## src/hdl/fdc_reg_pkg.sv

```systemverilog
`default_nettype none

package fdc_reg_pkg;

	// host register index on paddr
	typedef enum logic [1:0] {
		REG_CMD    = 2'd0, // command on write, status on read
		REG_TRACK  = 2'd1,
		REG_SECTOR = 2'd2,
		REG_DATA   = 2'd3
	} reg_addr_e;

	// upper nibble of the command byte
	typedef enum logic [3:0] {
		OP_RESTORE      = 4'h0,
		OP_SEEK         = 4'h1,
		OP_STEP         = 4'h2,
		OP_STEP_UPD     = 4'h3,
		OP_STEP_IN      = 4'h4,
		OP_STEP_IN_UPD  = 4'h5,
		OP_STEP_OUT     = 4'h6,
		OP_STEP_OUT_UPD = 4'h7,
		OP_READ_SECTOR  = 4'h8, // single sector
		OP_READ_MULTI   = 4'h9, // until end of track
		OP_WRITE_SECTOR = 4'hA,
		OP_WRITE_MULTI  = 4'hB,
		OP_READ_ADDR    = 4'hC,
		OP_FORCE_INT    = 4'hD,
		OP_READ_TRACK   = 4'hE,
		OP_WRITE_TRACK  = 4'hF
	} fdc_opcode_e;

	// status bits; index is type I only, drq is type II only
	localparam int unsigned STAT_BUSY     = 0;
	localparam int unsigned STAT_DRQ      = 1;
	localparam int unsigned STAT_INDEX    = 1;
	localparam int unsigned STAT_TRACK0   = 2;
	localparam int unsigned STAT_HEADLOAD = 5;
	localparam logic [7:0]  STAT_NOTFOUND = 8'h10;

	typedef enum logic [1:0] {HEAD_IDLE, HEAD_RESTORE, HEAD_SEEK, HEAD_STEP} head_op_e;

	typedef struct packed {
		head_op_e   op;
		logic       dir_valid; // step command carries its own direction
		logic       dir;       // 1 = outward, towards track 0
		logic [7:0] target;    // seek destination
	} head_cmd_t;

endpackage

`default_nettype wire

```

## src/hdl/fdc_media_pkg.sv

```systemverilog
`default_nettype none

package fdc_media_pkg;

	// emulated disk geometry, sectors counted from 1
	localparam int unsigned SECTOR_SIZE       = 512;
	localparam int unsigned SECTORS_PER_TRACK = 10;

	// sector buffer address width
	localparam int unsigned BUF_AW = 9;

	// read request towards the workhorse, held until done
	typedef struct packed {
		logic       valid;
		logic       side;
		logic [7:0] track;
		logic [7:0] sector;
	} media_req_t;

	// workhorse answer, done is a single cycle pulse
	typedef struct packed {
		logic done;
		logic ok; // sector found and copied
	} media_rsp_t;

	// workhorse write port into the sector buffer
	typedef struct packed {
		logic              we;
		logic [BUF_AW-1:0] addr;
		logic [7:0]        data;
	} buf_fill_t;

endpackage

`default_nettype wire

```

## src/hdl/head_positioner.sv

```systemverilog
`timescale 1ns/10ps
`default_nettype none

module head_positioner (
	input wire logic clk,
	input wire logic reset_n,
	input var fdc_reg_pkg::head_cmd_t head_cmd,
	output logic [7:0] position,
	output logic track0
);
	import fdc_reg_pkg::*;

	logic dir_q;    // remembered step direction, 1 = outward
	logic step_dir;
	logic [7:0] next_pos;

	// plain step reuses the last direction given
	assign step_dir = head_cmd.dir_valid ? head_cmd.dir : dir_q;

	always_comb begin
		case (head_cmd.op)
			HEAD_RESTORE: next_pos = 8'h00;
			HEAD_SEEK: next_pos = head_cmd.target;
			HEAD_STEP: next_pos = step_dir ? position - 8'd1 : position + 8'd1; // wraps
			default: next_pos = position;
		endcase
	end

	always_ff @(posedge clk or negedge reset_n) begin
		if (!reset_n) begin
			position <= '0;
			track0 <= 1'b1; // head starts at track 0
			dir_q <= 1'b0;
		end else if (head_cmd.op != HEAD_IDLE) begin
			position <= next_pos;
			track0 <= next_pos == 8'h00;
			if (head_cmd.op == HEAD_STEP)
				dir_q <= step_dir;
		end
	end

endmodule

`default_nettype wire

```

## src/hdl/sector_buffer.sv

```systemverilog
`timescale 1ns/10ps
`default_nettype none

module sector_buffer (
	input wire logic clk,
	input var fdc_media_pkg::buf_fill_t fill,
	input wire logic [fdc_media_pkg::BUF_AW-1:0] rd_addr,
	output logic [7:0] rd_data
);
	import fdc_media_pkg::*;

	logic [7:0] mem [SECTOR_SIZE];

	// workhorse side
	always_ff @(posedge clk) begin
		if (fill.we)
			mem[fill.addr] <= fill.data;
	end

	// core side, data one cycle after address
	always_ff @(posedge clk) begin
		rd_data <= mem[rd_addr];
	end

endmodule

`default_nettype wire

```

## src/hdl/fdc_core.sv

```systemverilog
`timescale 1ns/10ps
`default_nettype none

module fdc_core (
	input wire logic clk,
	input wire logic reset_n,
	input wire logic psel,
	input wire logic penable,
	input wire logic pwrite,
	input var fdc_reg_pkg::reg_addr_e paddr,
	input wire logic [7:0] pwdata,
	output logic [7:0] prdata,
	output logic pready,
	output logic irq,
	output logic drq,
	output fdc_media_pkg::media_req_t media_req,
	input var fdc_media_pkg::media_rsp_t media_rsp,
	output fdc_reg_pkg::head_cmd_t head_cmd,
	input wire logic [7:0] head_position,
	input wire logic head_track0,
	output logic [fdc_media_pkg::BUF_AW-1:0] buf_rd_addr,
	input wire logic [7:0] buf_rd_data
);
	import fdc_reg_pkg::*;
	import fdc_media_pkg::*;

	typedef enum logic [1:0] {S_IDLE, S_TYPE1_FIN, S_WAIT_MEDIA, S_DATA_WAIT} state_e;

	state_e state;
	logic [7:0] status;
	logic [7:0] track_reg;
	logic [7:0] sector_reg;
	logic [7:0] cmd_q;          // last accepted command byte
	logic req_valid;
	logic [BUF_AW:0] remaining; // bytes left in the sector
	logic [BUF_AW-1:0] rd_ptr;
	logic busy;
	logic data_rd_slow;
	logic access;
	logic stat_rd;
	logic track_upd;
	fdc_opcode_e opcode;
	fdc_opcode_e cmd_op;
	head_cmd_t head_next;

	assign busy = status[STAT_BUSY];
	assign opcode = fdc_opcode_e'(pwdata[7:4]);
	assign cmd_op = fdc_opcode_e'(cmd_q[7:4]);

	// data read with bytes left needs one wait state for the buffer
	assign data_rd_slow = psel && penable && !pwrite && paddr == REG_DATA && remaining != '0;
	assign pready = psel && penable && (state == S_DATA_WAIT || !data_rd_slow);
	assign access = psel && penable && pready;
	assign stat_rd = access && !pwrite && paddr == REG_CMD;

	// restore lands on track 0 and copies the position like a step with update
	assign track_upd = cmd_op inside {OP_RESTORE, OP_STEP_UPD, OP_STEP_IN_UPD, OP_STEP_OUT_UPD};

	assign media_req = '{valid: req_valid, side: cmd_q[3], track: track_reg, sector: sector_reg};
	assign buf_rd_addr = rd_ptr;

	always_comb begin
		case (paddr)
			REG_CMD: prdata = status;
			REG_TRACK: prdata = track_reg;
			REG_SECTOR: prdata = sector_reg;
			default: prdata = (state == S_DATA_WAIT) ? buf_rd_data : 8'h00; // empty buffer reads 0
		endcase
	end

	// op stays idle unless pwdata carries a type I opcode
	always_comb begin
		head_next = '{op: HEAD_IDLE, dir_valid: 1'b0, dir: 1'b0, target: track_reg};
		case (opcode)
			OP_RESTORE: head_next.op = HEAD_RESTORE;
			OP_SEEK: head_next.op = HEAD_SEEK; // seeks to the track register
			OP_STEP, OP_STEP_UPD: head_next.op = HEAD_STEP;
			OP_STEP_IN, OP_STEP_IN_UPD, OP_STEP_OUT, OP_STEP_OUT_UPD: begin
				head_next.op = HEAD_STEP;
				head_next.dir_valid = 1'b1;
				head_next.dir = pwdata[5];
			end
			default: ;
		endcase
	end

	always_ff @(posedge clk or negedge reset_n) begin
		if (!reset_n) begin
			state <= S_IDLE;
			status <= '0;
			track_reg <= '0;
			sector_reg <= '0;
			cmd_q <= '0;
			req_valid <= 1'b0;
			remaining <= '0;
			rd_ptr <= '0;
			irq <= 1'b0;
			drq <= 1'b0;
			head_cmd <= '0;
		end else begin
			if (stat_rd)
				irq <= 1'b0; // status read acknowledges
			case (state)
				S_IDLE: begin
					if (data_rd_slow)
						state <= S_DATA_WAIT; // buffer read in flight
					if (access && pwrite && !busy) begin
						case (paddr)
							REG_TRACK: track_reg <= pwdata;
							REG_SECTOR: sector_reg <= pwdata;
							REG_CMD: begin
								irq <= 1'b0;
								cmd_q <= pwdata;
								if (head_next.op != HEAD_IDLE) begin
									head_cmd <= head_next;
									status <= '0;
									status[STAT_BUSY] <= 1'b1;
									state <= S_TYPE1_FIN;
								end else if (opcode inside {OP_READ_SECTOR, OP_READ_MULTI}) begin
									req_valid <= 1'b1;
									status <= '0;
									status[STAT_BUSY] <= 1'b1;
									state <= S_WAIT_MEDIA;
								end
								// write, address, track and interrupt opcodes do nothing
							end
							default: ;
						endcase
					end
				end
				S_TYPE1_FIN: begin
					if (head_cmd.op != HEAD_IDLE) begin
						head_cmd.op <= HEAD_IDLE; // positioner moves on this edge
					end else begin
						status <= '0;
						status[STAT_HEADLOAD] <= cmd_q[3];
						status[STAT_TRACK0] <= head_track0;
						status[STAT_INDEX] <= 1'b1;
						if (track_upd)
							track_reg <= head_position;
						irq <= 1'b1;
						state <= S_IDLE;
					end
				end
				S_WAIT_MEDIA: begin
					if (media_rsp.done) begin
						req_valid <= 1'b0;
						state <= S_IDLE;
						if (media_rsp.ok) begin
							status[STAT_BUSY] <= 1'b1;
							status[STAT_DRQ] <= 1'b1;
							drq <= 1'b1;
							irq <= 1'b0;
							remaining <= (BUF_AW+1)'(SECTOR_SIZE);
							rd_ptr <= '0;
						end else begin
							status <= STAT_NOTFOUND;
							irq <= 1'b1;
							drq <= 1'b0;
						end
					end
				end
				S_DATA_WAIT: begin
					if (access) begin
						rd_ptr <= rd_ptr + BUF_AW'(1);
						remaining <= remaining - (BUF_AW+1)'(1);
						state <= S_IDLE;
						if (remaining == (BUF_AW+1)'(1)) begin
							drq <= 1'b0;
							status[STAT_DRQ] <= 1'b0;
							if (cmd_q[4] && sector_reg < 8'(SECTORS_PER_TRACK)) begin
								// multi-sector mode fetches the next one
								sector_reg <= sector_reg + 8'd1;
								req_valid <= 1'b1;
								state <= S_WAIT_MEDIA;
							end else begin
								status[STAT_BUSY] <= 1'b0;
								irq <= 1'b1;
							end
						end
					end
				end
				default: state <= S_IDLE;
			endcase
		end
	end

	// workhorse request stays up until it is answered
	a_req_hold: assert property (@(posedge clk) disable iff (!reset_n)
		media_req.valid && !media_rsp.done |=> media_req.valid);

	a_irq_drq: assert property (@(posedge clk) disable iff (!reset_n) !(irq && drq));

	// at most one wait state per access
	a_one_wait: assert property (@(posedge clk) disable iff (!reset_n)
		psel && penable && !pready |=> pready);

endmodule

`default_nettype wire

```

## src/hdl/fdc_top.sv

```systemverilog
`timescale 1ns/10ps
`default_nettype none

module fdc_top (
	input wire logic clk,
	input wire logic reset_n,
	input wire logic psel,
	input wire logic penable,
	input wire logic pwrite,
	input var fdc_reg_pkg::reg_addr_e paddr,
	input wire logic [7:0] pwdata,
	output logic [7:0] prdata,
	output logic pready,
	output logic irq,
	output logic drq,
	output fdc_media_pkg::media_req_t media_req,
	input var fdc_media_pkg::media_rsp_t media_rsp,
	input var fdc_media_pkg::buf_fill_t buf_fill
);
	import fdc_reg_pkg::*;
	import fdc_media_pkg::*;

	head_cmd_t head_cmd;
	logic [7:0] head_position;
	logic head_track0;
	logic [BUF_AW-1:0] buf_rd_addr;
	logic [7:0] buf_rd_data;

	fdc_core u_core (
		.clk(clk),
		.reset_n(reset_n),
		.psel(psel),
		.penable(penable),
		.pwrite(pwrite),
		.paddr(paddr),
		.pwdata(pwdata),
		.prdata(prdata),
		.pready(pready),
		.irq(irq),
		.drq(drq),
		.media_req(media_req),
		.media_rsp(media_rsp),
		.head_cmd(head_cmd),
		.head_position(head_position),
		.head_track0(head_track0),
		.buf_rd_addr(buf_rd_addr),
		.buf_rd_data(buf_rd_data)
	);

	head_positioner u_head (
		.clk(clk),
		.reset_n(reset_n),
		.head_cmd(head_cmd),
		.position(head_position),
		.track0(head_track0)
	);

	// filled by the workhorse, drained through the data register
	sector_buffer u_buf (
		.clk(clk),
		.fill(buf_fill),
		.rd_addr(buf_rd_addr),
		.rd_data(buf_rd_data)
	);

endmodule

`default_nettype wire

```

## config.mk

```make
export PLATFORM = sky130hd
export DESIGN_NAME = fdc_top
export DESIGN_NICKNAME = d
export VERILOG_FILES = /design/src/hdl/fdc_reg_pkg.sv /design/src/hdl/fdc_media_pkg.sv /design/src/hdl/head_positioner.sv /design/src/hdl/sector_buffer.sv /design/src/hdl/fdc_core.sv /design/src/hdl/fdc_top.sv
export SDC_FILE = /design/constraint.sdc
export NUM_CORES = 2
export LEC_CHECK = 0
export BUFFER_PORTS_ARGS = -buffer_cell sky130_fd_sc_hd__buf_4
export CORE_MARGIN = 1.5
export CORE_UTILIZATION = 35
export DETAILED_ROUTE_END_ITERATION = 8
export GPL_ROUTABILITY_DRIVEN = 0
export PLACE_DENSITY = 0.59
export SLEW_MARGIN = 20
export SYNTH_ARGS = -nofsm -noshare
export SYNTH_HDL_FRONTEND = slang
export SYNTH_SLANG_ARGS = --single-unit
```

## constraint.sdc

```tcl
create_clock -name clk -period 7 [get_ports clk]
set_input_delay 0.35 -clock clk [delete_from_list [all_inputs] [get_ports clk]]
set_output_delay 0.35 -clock clk [all_outputs]
set_load 0.005 [all_outputs]
```

==> Word level (Yosys, flattened, before mapping) <==
Memories as Yosys holds them, arrays and structs flattened. A register that Yosys moved wholly into a read port is not among the register bits.
Cells that the tools add are included.
{ "word_totals": {"ramBits": 4096, "input_bits": 35, "regBits": 78, "out_inout_bits": 29, "n_memories": 1} }
{ "memory_table": {"columns": ["name", "depth", "width", "rd", "rd_clocked_by_memory_dff", "wr", "line", "source"], "rows": [
  ["u_buf.mem", 512, 8, 1, 1, 1, "sector_buffer.sv:12", "logic [7:0] mem [SECTOR_SIZE];"]
]} }
{ "classes": {"eq_ne": 40, "order_cmp": 1, "n_reduce_logical": 45, "muxes": 81, "addsub": 5} }
{ "ops": {"columns": ["operator", "count"], "rows": [
  ["$mux W8", 17],
  ["$pmux W8 S3", 2],
  ["$mux W12", 3],
  ["$pmux W8 S2", 2],
  ["$mux W10", 3],
  ["$mux W2", 15],
  ["$mux W9", 3],
  ["$mux W1", 25],
  ["$eq A4 B3 Y1 const B", 6],
  ["$ne A2 B2 Y1 const B", 10],
  ["$pmux W10 S2", 1],
  ["$pmux W6 S3", 1],
  ["$pmux W9 S2", 1],
  ["$add A8 B1 Y8 const B", 2],
  ["$pmux W2 S4", 2],
  ["$ne A2 B1 Y1 const B", 7],
  ["$reduce_and A7 Y1", 2],
  ["$eq A2 B2 Y1 const B", 6],
  ["$eq A4 B2 Y1 const B", 3],
  ["$reduce_and A4 Y1", 3],
  ["$reduce_bool A2 Y1", 6],
  ["$logic_and A1 B1 Y1", 11],
  ["$eq A10 B1 Y1 const B", 1],
  ["$reduce_and A5 Y1", 2],
  ["29 further kinds", 38]
]} }

==> Longest topological paths before layout <==
{ "depth": {"ltp_word": 15, "ltp_mapped": 14, "mapped_depth_nobuf": 11} }

==> By module <==
Synthesis repeated with hierarchy kept, for this count alone.
{ "hier_totals": {"hier_cells": 8470, "area_unflattened_um2": 164320.1} }
{ "modules_own_cells": {"columns": ["module", "n_inst", "cells_each", "area_per_inst_um2"], "rows": [
  ["sector_buffer", 1, 8030, 159927.1],
  ["fdc_core", 1, 366, 3698.5],
  ["head_positioner", 1, 74, 694.4]
]} }

==> Worst setup path before layout <==
No wires, ideal clock.
{ "synth_timing": {"path_type": "register -> register", "startpoint": "register u_core.rd_ptr[0] (netlist: u_core.buf_rd_addr[0])", "endpoint": "register u_buf.rd_data[4], read port of u_buf.mem", "setup_ns": 0.134, "t_required_ns": 6.866, "path_slack_ns": 4.295, "arrival_time_ns": 2.571, "stages_incl_launch_ff": 11, "path_cell_list": "dfrtp_1 > buf_6 > buf_8 > buf_6 > buf_6 > buf_2 > mux4_2 > a221oi_1 > o22ai_1 > o41ai_1 > a31oi_1"} }
{ "synth_lines": {"columns": ["element", "line", "source"], "rows": [
  ["start, declared", "fdc_core.sv:36", "logic [BUF_AW-1:0] rd_ptr;"],
  ["start signal, assigned", "fdc_core.sv:165", "rd_ptr <= rd_ptr + BUF_AW'(1);"],
  ["end, declared", "sector_buffer.sv:8", "output logic [7:0] rd_data"]
]} }

==> flow_summary.ini <==
[status]
outcome = completed

[power_and_ir_drop]
leakage_uw = 0.0557
vdd_drop_max_mv = 0.403
finalPower_uw = 60200
power_density_mw_per_mm2 = 328

[synthesis]
synth_top_area_share_pct = 75.8
synth_cell_types = 75
synth_fa_ha_area_share_pct = 0.0895
synth-compound-area-share_pct = 2.97
synth_seq_cells = 4176
async_reset_ff_share_pct = 1.72
synth_nets = 7716
synth_top_family_by_area = multiplexers
yosysSeqAreaShare_pct = 77.1
ys.flop_type = edfxtp_1
synth_area_sq_mm = 0.162
synth-simple-area-share_pct = 2.60
ys_warn_count = 0
synth-edff-count = 4096
ys_top_cells_by_area = edfxtp_1 76%, mux4_2 14%, mux2i_1 1.6%
synthXorXnorAreaFrac_pct = 0.0918
syn_avg_cell_area_sq_um = 21.1
muxShareOfSynthArea_pct = 15.6
yosysTopAreaCell = edfxtp_1
synthCells = 7670

[global_routing]
grt.overflow.total = 0
grt_pass1_vias = 81394
use_met2_pct = 30.3
grt_pass1_wl_um = 634000
grt_usage_pct = 18.8
busiest_layer = met2
grt.met1_usage_pct = 25.5
use_met3_pct = 3.84
antenna_found_initial = 28
grt_max_degree = 203

[route]
viasPerCell = 5.65
dr.pass1.iters = 8
vias = 81152
routedWlPerCell_um = 31.5
route.detailed.drc = 0
ant_nets = 0
drt_iter0_markers = 11095
finalWirelength_um = 452000

[die]
start_util_pct = 35.2
die_w_um = 684
dieArea_sq_mm = 0.467
die_y_um = 684
fp-row-count = 249
io_pins = 64
core_area_sq_mm = 0.461

[setup_path]
required_ns = 7.84
start_kind = flop
cp.arrival_ns = 6.15
critical_path_class = flop to flop
path_max_fanout = 26
end_kind = flop

[timing]
fin_crit_ns = 5.31
hold_viol = 0
relSlewSlack_pct = 8.97
slew_viol_final = 0
fmax_mhz = 188
fin_skew_ns = 0.0787
setup_viol = 0
rsz0062_at_grt = no
worst_pin_slew_ns = 1.35
finalCritPeriodShare_pct = 75.8
setup-tns-final_ns = 0

[place]
hpwlAfterDp_um = 268000
port_buffers = 63
placed_cells = 13583

[clocking]
holdBufCountCts = 33
cts_resized = 0
cts_buffers = 414
cts_tree = done
cts_root_buf = clkbuf_16
insertion_delay_ns = 0.99
post_cts_buffers = 0
clockBufferDepth = 4
cts_max_level = 5
clk_pin_slew_ns = 0.06
cts_num_sinks = 4176

[layout]
reg_top3 = u_buf.mem (4096), u_core.head_cmd (12), u_core.remaining (10)
drive_above_1_share_pct = 22.8
syn2layout_area_growth_pct = 13.0
regMostFlops = u_buf.mem
nets = 7932
final_cell_count_no_fill = 14374
largest_reg_flops = 4096

[hold_path]
min_path_type = primary input to flop

[run]
drv_cap = 0
-- cells in the mapped netlist, types with 66 or more instances --
library cell / count
buf_2: 99
dfrtp_1: 71
a21oi_1: 111
nand2_1: 197
o21ai_0: 99
clkbuf_1: 250
mux2i_1: 262
o22ai_1: 96
edfxtp_1: 4096
nor2_1: 586
buf_4: 66
a22oi_1: 86
mux4_2: 1001
-- stage by stage --
step	hold WS, ns	utilization, %	instance area [sq um]	setup WS [ns]
2_1_floorplan	0.0544	-	162000	4.30
3_3_place_gp	0.355	36.9	170000	1.45
3_5_place_dp	0.363	36.9	170000	1.70
4_1_cts	0.155	39.8	183000	1.69
5_1_grt	0.219	39.8	183000	1.70
6_report	0.230	39.8	183000	1.69
-- layout by cell type, fill, tap and decap left out, types with 64 or more instances in the layout --
master and count:
a21oi_1 111, a22oi_1 86, buf_4 195, clkbuf_1 93, clkbuf_16 425, clkinv_1 104
clkinv_2 71, dfrtp_1 64, edfxtp_1 4096, mux2i_1 262, mux4_2 1001, nand2_1 184
nor2_1 584, o21ai_0 98, o22ai_1 96
-- area by class of cell --
class,instances,area [sq um]
antenna,8,20.0
fill,40272,277000
tap,6149,7690
clock buffer,519,11000
clock inverter,228,1790
inverter,16,67.6
sequential,4176,125000
multi-input combinational,2997,34900
timing repair buffer,281,2830
-- cell families (layout without fill, tap and decap cells) --
logic type | count (synthesis) | in the layout
flops | 4176 | 4176
mux | 1277 | 1277
simple gates | 997 | 997
compound gates | 695 | 695
buf+inv | 497 | 1044
xor+xnor | 17 | 17
fa+ha+maj | 11 | 11
other cells | 0 | 8
-- final timing paths --
path / endpoint / slack [ns] / cells past startpoint / from
worst max-delay path: u_buf.rd_data[5] / 1.69 / 8 / u_core.buf_rd_addr[3]
worst min-delay path: u_core.cmd_q[3] / 0.23 / 3 / pwdata[3]
worst max register to register: u_buf.rd_data[5] / 1.69 / 8 / u_core.buf_rd_addr[3]
worst min register to register: u_core.status[2] / 0.48 / 2 / u_core.status[2]
max in group asynchronous: u_core.buf_rd_addr[2] / 5.90 / 4 / reset_n
min in group asynchronous: u_head.track0 / 0.47 / 3 / reset_n
-- power by group --
group	internal (uW)	switching [uW]	total (uW)
combinational	4000	6750	10800
clock	11900	9430	21300
sequential	27600	416	28100
total	43600	16600	60200
-- critical path: stages (launching register included) --
cell and delay [ns]:
dfrtp_4 0.74, buf_4 0.42, nor2b_2 0.97, nand2_1 0.79, o21ai_0 0.53, nor3_1 0.12, nor4_1 0.89, nor3_2 0.34
o22a_1 0.33
-- layer usage --
layer	vias up	wire length, um	part of all wire [%]
li1	32525	-	-
met1	43839	178000	39
met2	4021	217000	48
met3	751	41200	9.1
met4	16	16600	3.7
met5	-	103	0.023
Power figures use the tool's default switching activity.
